===== config.mk =====
export PLATFORM = sky130hd
export DESIGN_NAME = renameStage
export DESIGN_NICKNAME = d
export VERILOG_FILES = /design/src/source/renamePkg.sv /design/src/source/instructionValues.sv /design/src/source/registerStatus.sv /design/src/source/renameStage.sv /design/src/source/robValueBuffer.sv
export VERILOG_INCLUDE_DIRS = /design/src /design/src/source
export SDC_FILE = /design/constraint.sdc
export NUM_CORES = 2
export LEC_CHECK = 0
export CAP_MARGIN = 20
export CORE_MARGIN = 2
export CORE_UTILIZATION = 65
export CTS_BUF_LIST = sky130_fd_sc_hd__clkbuf_4 sky130_fd_sc_hd__clkbuf_8 sky130_fd_sc_hd__clkbuf_16
export DETAILED_ROUTE_END_ITERATION = 6
export DONT_BUFFER_PORTS = 1
export PLACE_DENSITY = 0.81
export SETUP_SLACK_MARGIN = 0.1
export SYNTH_ARGS = -nofsm -noshare
export SYNTH_HDL_FRONTEND = slang
export SYNTH_SLANG_ARGS = --single-unit

===== constraint.sdc =====
create_clock -name clk -period 8.6 [get_ports clk]
set_input_delay 0.86 -clock clk [delete_from_list [all_inputs] [get_ports clk]]
set_output_delay 0.86 -clock clk [all_outputs]
set_load 0.005 [all_outputs]

===== src/source/rename_defs.svh =====
/*
  Rename stage sizing
  Data width, architectural register count and reorder buffer depth
*/
`ifndef RENAME_DEFS_SVH
`define RENAME_DEFS_SVH

// Operand and result width
`define DATA_WIDTH 32

// Architectural register file
`define REG_COUNT 32
`define REG_BITS  5   // log2 of REG_COUNT

// Reorder buffer entries
`define ROB_DEPTH 8
`define ROB_BITS  3   // log2 of ROB_DEPTH

// Keep REG_BITS and ROB_BITS in step with the counts above
// Pointer wrap in the reorder buffer assumes a power of two depth

`endif


===== src/source/renamePkg.sv =====
/*
  Shared types for the rename and dispatch stage
  Data words, register and tag indices, bus and record structs
*/
`default_nettype none
`include "rename_defs.svh"

package renamePkg;

  typedef logic [`DATA_WIDTH-1:0] dataT;  // One data word
  typedef logic [`REG_BITS-1:0]   regIdxT; // Architectural register index
  typedef logic [`ROB_BITS-1:0]   robTagT; // Reorder buffer entry index

  // Common data bus from the execution units
  typedef struct packed {
    logic   validBroadcast; // Result on the bus this cycle
    robTagT robEntry;       // Producing entry
    dataT   result;
  } cdbT;

  // Reorder buffer read port with done on top
  typedef struct packed {
    logic done;
    dataT value;
  } robValueT;

  typedef struct packed {
    logic   valid;
    regIdxT src1;
    regIdxT src2;
    regIdxT dest;
  } decodeT;

  // One source operand after rename
  typedef struct packed {
    logic   ready;
    dataT   value;  // Zero while waiting
    robTagT tag;    // Producer to wait on
  } operandT;

  // Record handed on to reservation station and ROB
  typedef struct packed {
    logic    valid;
    operandT op1;
    operandT op2;
    robTagT  robTag; // Newly allocated entry
    regIdxT  dest;
  } dispatchT;

  // In-order retirement into the register file
  typedef struct packed {
    logic   valid;
    regIdxT dest;
    dataT   value;
    robTagT robTag;
  } commitT;

endpackage

`default_nettype wire


===== src/source/instructionValues.sv =====
/*
  Source operand resolution
  Picks the register value, a finished ROB value or a same-cycle CDB result,
  otherwise reports the operand as waiting on its producer tag
*/
`timescale 1ns/1ps
`default_nettype none

module instructionValues (
  input  wire renamePkg::cdbT     cdb,      // Results broadcast this cycle
  input  wire renamePkg::dataT    operand,  // Register file value
  input  wire renamePkg::robValueT robValue, // Producer entry in the ROB
  input  wire renamePkg::robTagT  rob,      // Producer tag from status table
  input  wire logic               busy,     // Register has a pending producer
  output renamePkg::operandT      resolved
);

  logic cdbHit; // Producer is on the bus right now

  assign cdbHit = cdb.validBroadcast && (cdb.robEntry == rob);

  always_comb begin
    resolved.tag = rob; // Always passed on for the reservation station
    if (!busy) begin
      resolved.ready = 1'b1;
      resolved.value = operand;
    end else if (robValue.done) begin
      // Finished but not yet retired
      resolved.ready = 1'b1;
      resolved.value = robValue.value;
    end else if (cdbHit) begin
      resolved.ready = 1'b1; // Bypass from the bus
      resolved.value = cdb.result;
    end else begin
      // Still executing
      resolved.ready = 1'b0;
      resolved.value = '0;
    end
  end

  // A committing entry keeps its done bit until the edge,
  // so the ROB path covers the retirement cycle too

endmodule

`default_nettype wire


===== src/source/registerStatus.sv =====
/*
  Architectural register file with busy bit and producer tag per register
  Two combinational read ports, rename on allocate, write back on commit
*/
`timescale 1ns/1ps
`default_nettype none
`include "rename_defs.svh"

module registerStatus (
  input  wire logic              clk,
  input  wire logic              rstN,
  // Source lookups
  input  wire renamePkg::regIdxT src1,
  input  wire renamePkg::regIdxT src2,
  output renamePkg::dataT        value1,
  output renamePkg::dataT        value2,
  output logic                   busy1,
  output logic                   busy2,
  output renamePkg::robTagT      tag1,
  output renamePkg::robTagT      tag2,
  // Destination rename
  input  wire logic              allocate,
  input  wire renamePkg::regIdxT allocDest,
  input  wire renamePkg::robTagT allocTag,
  // Retirement from the ROB
  input  wire renamePkg::commitT commit
);

  renamePkg::dataT   regFile   [`REG_COUNT];
  logic              busyTable [`REG_COUNT];
  renamePkg::robTagT tagTable  [`REG_COUNT];

  logic commitFrees; // Committing entry is still the newest producer

  // Reads see state from before this cycle's updates
  assign value1 = regFile[src1];
  assign value2 = regFile[src2];
  assign busy1  = busyTable[src1];
  assign busy2  = busyTable[src2];
  assign tag1   = tagTable[src1];
  assign tag2   = tagTable[src2];

  assign commitFrees = commit.valid && busyTable[commit.dest] &&
                       (tagTable[commit.dest] == commit.robTag);

  // Architectural values, zero after reset
  always_ff @(posedge clk or negedge rstN) begin
    if (!rstN) begin
      for (int i = 0; i < `REG_COUNT; i++) begin
        regFile[i] <= '0;
      end
    end else if (commit.valid) begin
      regFile[commit.dest] <= commit.value;
    end
  end

  // Busy and tag table
  always_ff @(posedge clk or negedge rstN) begin
    if (!rstN) begin
      for (int i = 0; i < `REG_COUNT; i++) begin
        busyTable[i] <= 1'b0;
        tagTable[i]  <= '0;
      end
    end else begin
      if (commitFrees) begin
        busyTable[commit.dest] <= 1'b0;
      end
      // Later write wins when both target one register
      if (allocate) begin
        busyTable[allocDest] <= 1'b1;
        tagTable[allocDest]  <= allocTag;
      end
    end
  end

  // A commit whose tag was overwritten leaves the register busy
  // so readers keep waiting on the newer producer

endmodule

`default_nettype wire


===== src/source/renameStage.sv =====
/*
  Rename and dispatch stage
  Looks up both sources, resolves them against the ROB and the CDB,
  allocates a ROB entry for the destination and registers the dispatch record
*/
`timescale 1ns/1ps
`default_nettype none

module renameStage (
  input  wire logic              clk,
  input  wire logic              rstN,
  input  wire renamePkg::decodeT decode,        // Instruction to rename
  input  wire renamePkg::cdbT    cdb,           // Execution unit results
  output logic                   dispatchReady, // Low while the ROB is full
  output renamePkg::dispatchT    dispatch,
  output renamePkg::commitT      commit
);

  // Register status lookups
  renamePkg::dataT     value1;
  renamePkg::dataT     value2;
  logic                busy1;
  logic                busy2;
  renamePkg::robTagT   tag1;
  renamePkg::robTagT   tag2;

  // ROB side
  renamePkg::robValueT robValue1;
  renamePkg::robValueT robValue2;
  renamePkg::robTagT   tailTag;
  logic                full;
  renamePkg::commitT   robCommit;

  // Resolved operands
  renamePkg::operandT  op1;
  renamePkg::operandT  op2;

  logic accept; // Instruction taken this cycle

  // Dispatch register
  logic                dispatchValid;
  renamePkg::operandT  op1Q;
  renamePkg::operandT  op2Q;
  renamePkg::robTagT   robTagQ;
  renamePkg::regIdxT   destQ;

  assign dispatchReady = !full;
  assign accept        = decode.valid && !full; // Held instruction retries later

  registerStatus i_registerStatus (
    .clk       (clk),
    .rstN      (rstN),
    .src1      (decode.src1),
    .src2      (decode.src2),
    .value1    (value1),
    .value2    (value2),
    .busy1     (busy1),
    .busy2     (busy2),
    .tag1      (tag1),
    .tag2      (tag2),
    .allocate  (accept),
    .allocDest (decode.dest),
    .allocTag  (tailTag),     // Dest renamed to the new entry
    .commit    (robCommit)
  );

  robValueBuffer i_robValueBuffer (
    .clk        (clk),
    .rstN       (rstN),
    .allocate   (accept),
    .allocDest  (decode.dest),
    .tailTag    (tailTag),
    .full       (full),
    .cdb        (cdb),
    .readTag1   (tag1),       // Look up each source's producer
    .readTag2   (tag2),
    .readValue1 (robValue1),
    .readValue2 (robValue2),
    .commit     (robCommit)
  );

  // First source
  instructionValues i_instructionValues1 (
    .cdb      (cdb),
    .operand  (value1),
    .robValue (robValue1),
    .rob      (tag1),
    .busy     (busy1),
    .resolved (op1)
  );

  // Second source
  instructionValues i_instructionValues2 (
    .cdb      (cdb),
    .operand  (value2),
    .robValue (robValue2),
    .rob      (tag2),
    .busy     (busy2),
    .resolved (op2)
  );

  // One dispatch per accepted instruction, one cycle later
  always_ff @(posedge clk or negedge rstN) begin
    if (!rstN) dispatchValid <= 1'b0;
    else       dispatchValid <= accept;
  end

  // Payload captured only on acceptance
  always_ff @(posedge clk) begin
    if (accept) begin
      op1Q    <= op1;
      op2Q    <= op2;
      robTagQ <= tailTag;
      destQ   <= decode.dest;
    end
  end

  assign dispatch = '{valid: dispatchValid, op1: op1Q, op2: op2Q,
                      robTag: robTagQ, dest: destQ};

  // Retirement goes to the register file and out of the stage
  assign commit = robCommit;

endmodule

`default_nettype wire


===== src/source/robValueBuffer.sv =====
/*
  Reorder buffer value store
  Circular buffer that allocates at the tail, takes results from the CDB
  and retires the head in program order, one entry per cycle
*/
`timescale 1ns/1ps
`default_nettype none
`include "rename_defs.svh"

module robValueBuffer (
  input  wire logic              clk,
  input  wire logic              rstN,
  // Allocation from the rename stage
  input  wire logic              allocate,
  input  wire renamePkg::regIdxT allocDest,
  output renamePkg::robTagT      tailTag,  // Entry the next allocate claims
  output logic                   full,
  // Completion
  input  wire renamePkg::cdbT    cdb,
  // Operand lookups
  input  wire renamePkg::robTagT readTag1,
  input  wire renamePkg::robTagT readTag2,
  output renamePkg::robValueT    readValue1,
  output renamePkg::robValueT    readValue2,
  // Registered retirement
  output renamePkg::commitT      commit
);

  renamePkg::robTagT      head;
  renamePkg::robTagT      tail;
  logic [`ROB_BITS:0]     count;        // One extra bit to hold ROB_DEPTH
  logic [`ROB_DEPTH-1:0]  doneBits;
  renamePkg::dataT        values [`ROB_DEPTH];
  renamePkg::regIdxT      dests  [`ROB_DEPTH];

  logic allocFire;
  logic commitFire;

  // Retirement register
  logic              commitValid;
  renamePkg::regIdxT commitDest;
  renamePkg::dataT   commitValue;
  renamePkg::robTagT commitTag;

  assign full       = (count == `ROB_DEPTH);
  assign tailTag    = tail;
  assign allocFire  = allocate && !full;             // Never overwrite a live entry
  assign commitFire = (count != '0) && doneBits[head]; // Oldest entry finished

  assign readValue1 = '{done: doneBits[readTag1], value: values[readTag1]};
  assign readValue2 = '{done: doneBits[readTag2], value: values[readTag2]};

  // Pointers and occupancy
  always_ff @(posedge clk or negedge rstN) begin
    if (!rstN) begin
      head  <= '0;
      tail  <= '0;
      count <= '0;
    end else begin
      if (allocFire) tail <= tail + 1'b1; // Wraps at ROB_DEPTH
      if (commitFire) head <= head + 1'b1;
      case ({allocFire, commitFire})
        2'b10:   count <= count + 1'b1;
        2'b01:   count <= count - 1'b1;
        default: count <= count;
      endcase
    end
  end

  // Done flags cleared on allocate and set by the CDB
  // A retired entry stays done until it is claimed again
  always_ff @(posedge clk or negedge rstN) begin
    if (!rstN) begin
      doneBits <= '0;
    end else begin
      if (allocFire) doneBits[tail] <= 1'b0;
      if (cdb.validBroadcast) doneBits[cdb.robEntry] <= 1'b1;
    end
  end

  // Entry payload
  always_ff @(posedge clk) begin
    if (allocFire) dests[tail] <= allocDest;
    if (cdb.validBroadcast) values[cdb.robEntry] <= cdb.result;
  end

  always_ff @(posedge clk or negedge rstN) begin
    if (!rstN) commitValid <= 1'b0;
    else       commitValid <= commitFire;
  end

  always_ff @(posedge clk) begin
    if (commitFire) begin
      commitDest  <= dests[head];
      commitValue <= values[head];
      commitTag   <= head;
    end
  end

  assign commit = '{valid: commitValid, dest: commitDest,
                    value: commitValue, robTag: commitTag};

endmodule

`default_nettype wire


; Word level (Yosys, flattened, before mapping)
; Memories as Yosys holds them, arrays and structs flattened. A register that Yosys moved wholly into a read port is not among the register bits.
; Cells that the tools add are included.
[word_totals]
reg_bits = 1255
ramBits = 296
out_inout_bits = 123
elab_cells = 223
memories = 2
[memory_table]
columns = memory, depth, word_bits, rd, rd_ports_with_merged_regs, write_ports, line
row1 = i_robValueBuffer.values, 8, 32, 3, 1, 1, robValueBuffer.sv:33  ; renamePkg::dataT values [`ROB_DEPTH];
row2 = i_robValueBuffer.dests, 8, 5, 1, 1, 1, robValueBuffer.sv:34  ; renamePkg::regIdxT dests [`ROB_DEPTH];
[classes]
n_addsub = 4
n_lt_le_gt_ge = 13
eq_ne = 6
mux = 59
n_bitwise = 12
n_reduce_logical = 16
[ops]
columns = operator, count
row1 = 1024-bit bitwise mux, 1
row2 = 32-bit two-way mux, 11
row3 = 32-bit binary-select mux with 5-bit select, 2
row4 = 32-bit demux with 5-bit select, 1
row5 = 96-bit bitwise mux, 1
row6 = 33-bit two-way mux, 2
row7 = 3-bit binary-select mux with 5-bit select, 3
row8 = 32-bit AND, 1
row9 = 32-bit inverter, 1
row10 = 32-bit OR, 1
row11 = "6-bit >= comparator, second input constant", 4
row12 = 5-bit inverter with 6-bit output, 4
row13 = 3-bit two-way mux, 7
row14 = "3-bit by 4-bit < comparator with 1-bit output, second input constant", 5
row15 = 1-bit two-way mux, 17
row16 = 8-bit two-way mux, 2
row17 = 1-bit binary-select mux with 5-bit select, 3
row18 = 3-bit demux with 5-bit select, 1
row19 = "6-bit by 1-bit < comparator with 1-bit output, second input constant", 2
row20 = 1-bit logical AND, 11
row21 = 1-bit demux with 5-bit select, 2
row22 = 1-bit binary-select mux with 3-bit select, 3
row23 = 3-bit equality test, 3
row24 = 8-bit AND, 1
row25 = 16 further kinds, 21

; Depth between registers and ports, before layout
[logic_depth]
ltp_word = 10
depth_mapped = 16

; Modules after synthesis
; A second synthesis with hierarchy kept.
[unflattened]
cells_unflattened = 5004
area_unflattened_um2 = 83971.8
[modules_own_cells]
columns = module, n_inst, cells_per_inst, area_each_um2, seq_area_each_um2
row1 = registerStatus, 1, 3797, 62321.0, 28827.6
row2 = robValueBuffer, 1, 819, 17476.8, 10565.1
row3 = renameStage, 1, 84, 2444.8, 2427.3
row4 = instructionValues, 2, 152, 864.6, 0.0

; Worst setup path after synthesis
; No wires, ideal clock.
[synth_path]
kind = register -> register
start = reg i_robValueBuffer.head[0]
end = reg i_robValueBuffer.count[3]
arrival_ns = 6.029
required_ns = 8.477
setup_slack_ns = 2.449
stages_incl_launch_ff = 11
n_path_buf = 1
period_less_slack_ns = 6.151
cell_sequence = dfrtp_1 > clkbuf_1 > mux4_2 > a221oi_1 > ha_1 > ha_1 > a21o_1 > a21oi_1 > xnor2_1 > nor2_1 > xnor2_1
[synth_via]
elab_chain_cells = 5
elab_cells_between_ends = 7
classes_between = eq/ne: 2 / mux: 3 / reduce/logical: 2
[synth_rtl]
columns = element, line
row1 = "start, declared", robValueBuffer.sv:29  ; renamePkg::robTagT head;
row2 = "start signal, assigned", robValueBuffer.sv:61  ; if (commitFire) head <= head + 1'b1;
row3 = 1-bit binary-select mux with 3-bit select *, robValueBuffer.sv:48  ; assign commitFire = (count != '0) && doneBits[head];
row4 = 1-bit two-way mux (not written as such) *, robValueBuffer.sv:48
row5 = 1-bit logical AND *, robValueBuffer.sv:48
row6 = named net i_robValueBuffer.commitFire, robValueBuffer.sv:37  ; logic commitFire;
row7 = 2-bit by 1-bit equality test with 1-bit output or 2-bit equality test (tied branches), robValueBuffer.sv:62  ; case ({allocFire, commitFire})
row8 = 4-bit case mux with 2 select lines or 2-bit nonzero test (tied branches), --
row9 = "end signal, assigned", robValueBuffer.sv:63  ; 2'b10: count <= count + 1'b1;
row10 = "end signal, assigned", robValueBuffer.sv:64  ; 2'b01: count <= count - 1'b1;
row11 = "end signal, assigned", robValueBuffer.sv:65  ; default: count <= count;
row12 = "end, declared", robValueBuffer.sv:31  ; logic [`ROB_BITS:0] count;
; Mark *: on every way through the listed nets, which the timed path passes. The rest lies on a longest branch. The select of a mux whose other input is x is not followed.
; A chain may end at the register's enable or synchronous reset.

==> qor.yml <==
setup_path:
  slowest_stage: "or4_2"
  rr_endpoint: "dispatch[61]"
  worstPathArrival_ns: 6.05
  critical_path.startpoint_type: "primary input"
  end_kind: "flip-flop"
  crit_type: "in2reg"
  required_ns: 9.25
  r2r-start: "i_registerStatus.tagTable[94]"
  path_cells: "mux4_2 > mux2i_1 > and2_1 > or4_2 > inv_2 > a2111oi_0 > or4_4 > nor2b_4 > a221o_1"
  worstRegToRegCells: 9
  critPathMaxFanout: 296
  max_stage_delay_ns: 1.21
  r2r_slack_ns: 3.25
sta:
  rsz0062_at_grt: "no"
  whs_ns: -0.0306
  final.setup.worst_slack_ns: 3.20
  period_needed_ns: 5.40
  setup_viol: 0
  finalCritPeriodShare_pct: 62.8
  drv_slew: 44
  fmax_ghz: 0.185
  slew_headroom_pct: -2.46
  finalSetupTns_ns: 0
  hold_violations: 3
  skew_ns: 0.0211
  worst-slew-pin-transition_ns: 1.54
cts:
  cts_resized: 0
  cts_setup_buffers: 0
  clk_pin_slew_ns: 0.06
  root_buffer: "clkbuf_16"
  holdBufCountCts: 1
  cts.sinks: 1588
  cts_tree: "built"
  htreeDepth: 4
  clk_latency_ns: 0.80
  clockBufferDepth: 3
  cts_buffers: 160
placed_design:
  dp_hpwl_mm: 125
  placed_cell_area_sq_mm: 0.0848
  gp_congestion: 0.905
  numPortBuffers: 0
  place_inst: 6643
  place_ws_ns: 2.75
grt:
  antenna_found_initial: 6
  track_usage_pct: 36.2
  grt_max_degree: 297
  grt_pass1_wl_mm: 348
  grt-ovfl-total: 0
  grt_pass1_vias: 53500
detailed_routing:
  first_iter_violations: 6525
  wl_per_cell_microns: 33.7
  wirelength_mm: 234
  routed-via-count: 51800
  drc_errors: 0
  avgViaCountPerCell: 7.45
  final_antenna_net_count: 0
  firstDrtPassIters: 7
synth:
  synth_compound_area_share_pct: 1.54
  muxShareOfSynthArea_pct: 41.6
  synth-edff-count: 416
  ys.flop_type: "dfrtp_1"
  netlist_area_sq_mm: 0.0836
  ys.warnings.count: 0
  synth_top_family_by_area: "multiplexers"
  syn-num-nets: 5461
  synthDistinctLibCells: 49
  netlist_instances: 5401
  synth-seq-area-share_pct: 50.0
  synthAdderAreaFrac_pct: 0.0987
  ys_seq_elements: 1588
  synthSimpleGateAreaFrac_pct: 3.93
  synth_xor_area_share_pct: 0.178
  async_flop_share_pct: 73.8
  syn_area_per_cell_sq_um: 15.5
floorplan:
  die_h_microns: 363
  die_area_sq_mm: 0.132
  ios: 177
  core.rowCount: 131
  start_util_pct: 65.5
  die_w_microns: 363
  core_sq_mm: 0.128
pwr:
  powerDensity_mw_per_mm2: 362
  ir_worst_vdd_v: 0.000348
  p_leak_uw: 0.0375
finish:
  final_area_sq_mm: 0.0908
  final_common_cell: "dfrtp_1"
  instances_no_fill: 6957
  nets: 5218
  mostFrequentLayoutCells: "dfrtp_1 (1169), mux2_2 (1160), mux4_2 (804), edfxtp_1 (416), mux2i_1 (363)"
  syn_to_final_growth_pct: 8.53
  drive_gt1_share_pct: 45.8
worst_hold_path:
  min_path_type: "in2async"
flow_run:
  drv_cap: 0
status:
  status: "finished with violations"
  violations: "hold timing, slew limit"
[routing by layer]
| metal | vias up | share of wire [%] | track usage, % |
|---|---|---|---|
| li1 | 20500 | - | - |
| met1 | 27300 | 36 | 47.4 |
| met2 | 3158 | 47 | 56.0 |
| met3 | 778 | 12 | 11.4 |
| met4 | 6 | 4.9 | 16.6 |
| met5 | - | 0.018 | 0 |
[cell usage after synthesis (3+ instances only)]
master | instances | share of area, %
dfrtp_1 | 1172 | 35
mux2_2 | 1160 | 16
mux4_2 | 804 | 22
edfxtp_1 | 416 | 15
mux2i_1 | 363 | 4.3
nand2_1 | 361 | 1.6
clkbuf_1 | 345 | 1.5
nor2_1 | 178 | 0.80
nand3_1 | 139 | 0.83
buf_1 | 105 | 0.47
a221o_1 | 62 | 0.74
buf_2 | 46 | 0.28
a21oi_1 | 27 | 0.16
inv_1 | 24 | 0.11
a22oi_1 | 22 | 0.20
a31oi_1 | 16 | 0.12
nand4_1 | 14 | 0.10
nor2b_1 | 14 | 0.10
buf_6 | 11 | 0.15
a2111oi_0 | 10 | 0.10
nor3_1 | 10 | 0.060
xnor2_1 | 10 | 0.10
a41oi_1 | 8 | 0.084
nor3b_1 | 7 | 0.063
xor2_1 | 7 | 0.073
and2_1 | 6 | 0.045
and3b_1 | 6 | 0.063
o22ai_1 | 6 | 0.045
ha_1 | 5 | 0.075
nand2b_1 | 5 | 0.037
nand3b_1 | 5 | 0.045
buf_4 | 4 | 0.036
inv_2 | 4 | 0.018
or3b_2 | 3 | 0.031
[kinds of logic (layout without fill, tap and decap cells)]
| family | Yosys count | count (layout) |
|---|---|---|
| and+or+nand+nor | 762 | 762 |
| buffers and inverters | 539 | 431 |
| adders and majority gates | 6 | 6 |
| AOI/OAI and AO/OA | 160 | 160 |
| xor gates and xnor gates | 17 | 17 |
| muxes | 2329 | 2329 |
| DFF | 1588 | 1588 |
| other | 0 | 2 |
[where the power goes]
part           internal, uW  total, uW  leakage [uW]  switching (uW)
Sequential            10900      13300        0.0186            2450
Combinational          6660      12300        0.0161            5640
Clock                  4250       7250       0.00277            3000
Total                 21800      32900        0.0375           11100
[worst max-delay path: cells and delay by family]
| kind | cells | cell delay (ns) |
|---|---|---|
| mux | 2 | 0.56 |
| simple gates | 4 | 2.98 |
| buf+inv | 1 | 0.95 |
| compound gates | 2 | 0.46 |
[registers in the layout, summed over array words and instances, names as in the netlist, 4 cells and up]
signal,cells
i_registerStatus.tagTable,96
destQ,5
i_registerStatus.busyTable,32
i_robValueBuffer.commitValue,32
i_robValueBuffer.count,4
i_robValueBuffer.values,256
i_robValueBuffer.doneBits,8
dispatch,72
i_registerStatus.regFile,1024
i_robValueBuffer.dests,40
i_robValueBuffer.commitDest,5
[worst max-delay path by stage]
stage               slack [ns]                          start  cells after the start                        end
floorplan                 2.45       i_robValueBuffer.head[0]                     10  i_robValueBuffer.count[3]
global placement          2.79                     decode[11]                      9               dispatch[58]
detailed placement        2.75                     decode[11]                      9               dispatch[61]
CTS                       3.44  i_registerStatus.tagTable[76]                      9               dispatch[61]
global route              3.18  i_registerStatus.tagTable[76]                      9               dispatch[61]
finish                    3.20                     decode[11]                      9               dispatch[61]
[metrics by stage]
step	utilization (%)	hold slack (ns)	power (uW)
after floorplan	-	0.446	21600
after global placement	66.3	0.499	24400
after detailed placement	66.5	0.511	25100
after CTS	70.8	0.0612	32400
after global routing	71.1	0.111	34200
final	71.1	-0.0306	32900
[area by class of cell]
class,instances,area [sq um]
timing repair buffer,106,1290
clock buffer,235,4800
tap,1662,2080
antenna,2,5.00
sequential,1588,41800
inverter,28,108
fill,7648,36900
multi-input combinational,3274,39900
clock inverter,62,701
Note: power is estimated with default switching activity, not from simulation.
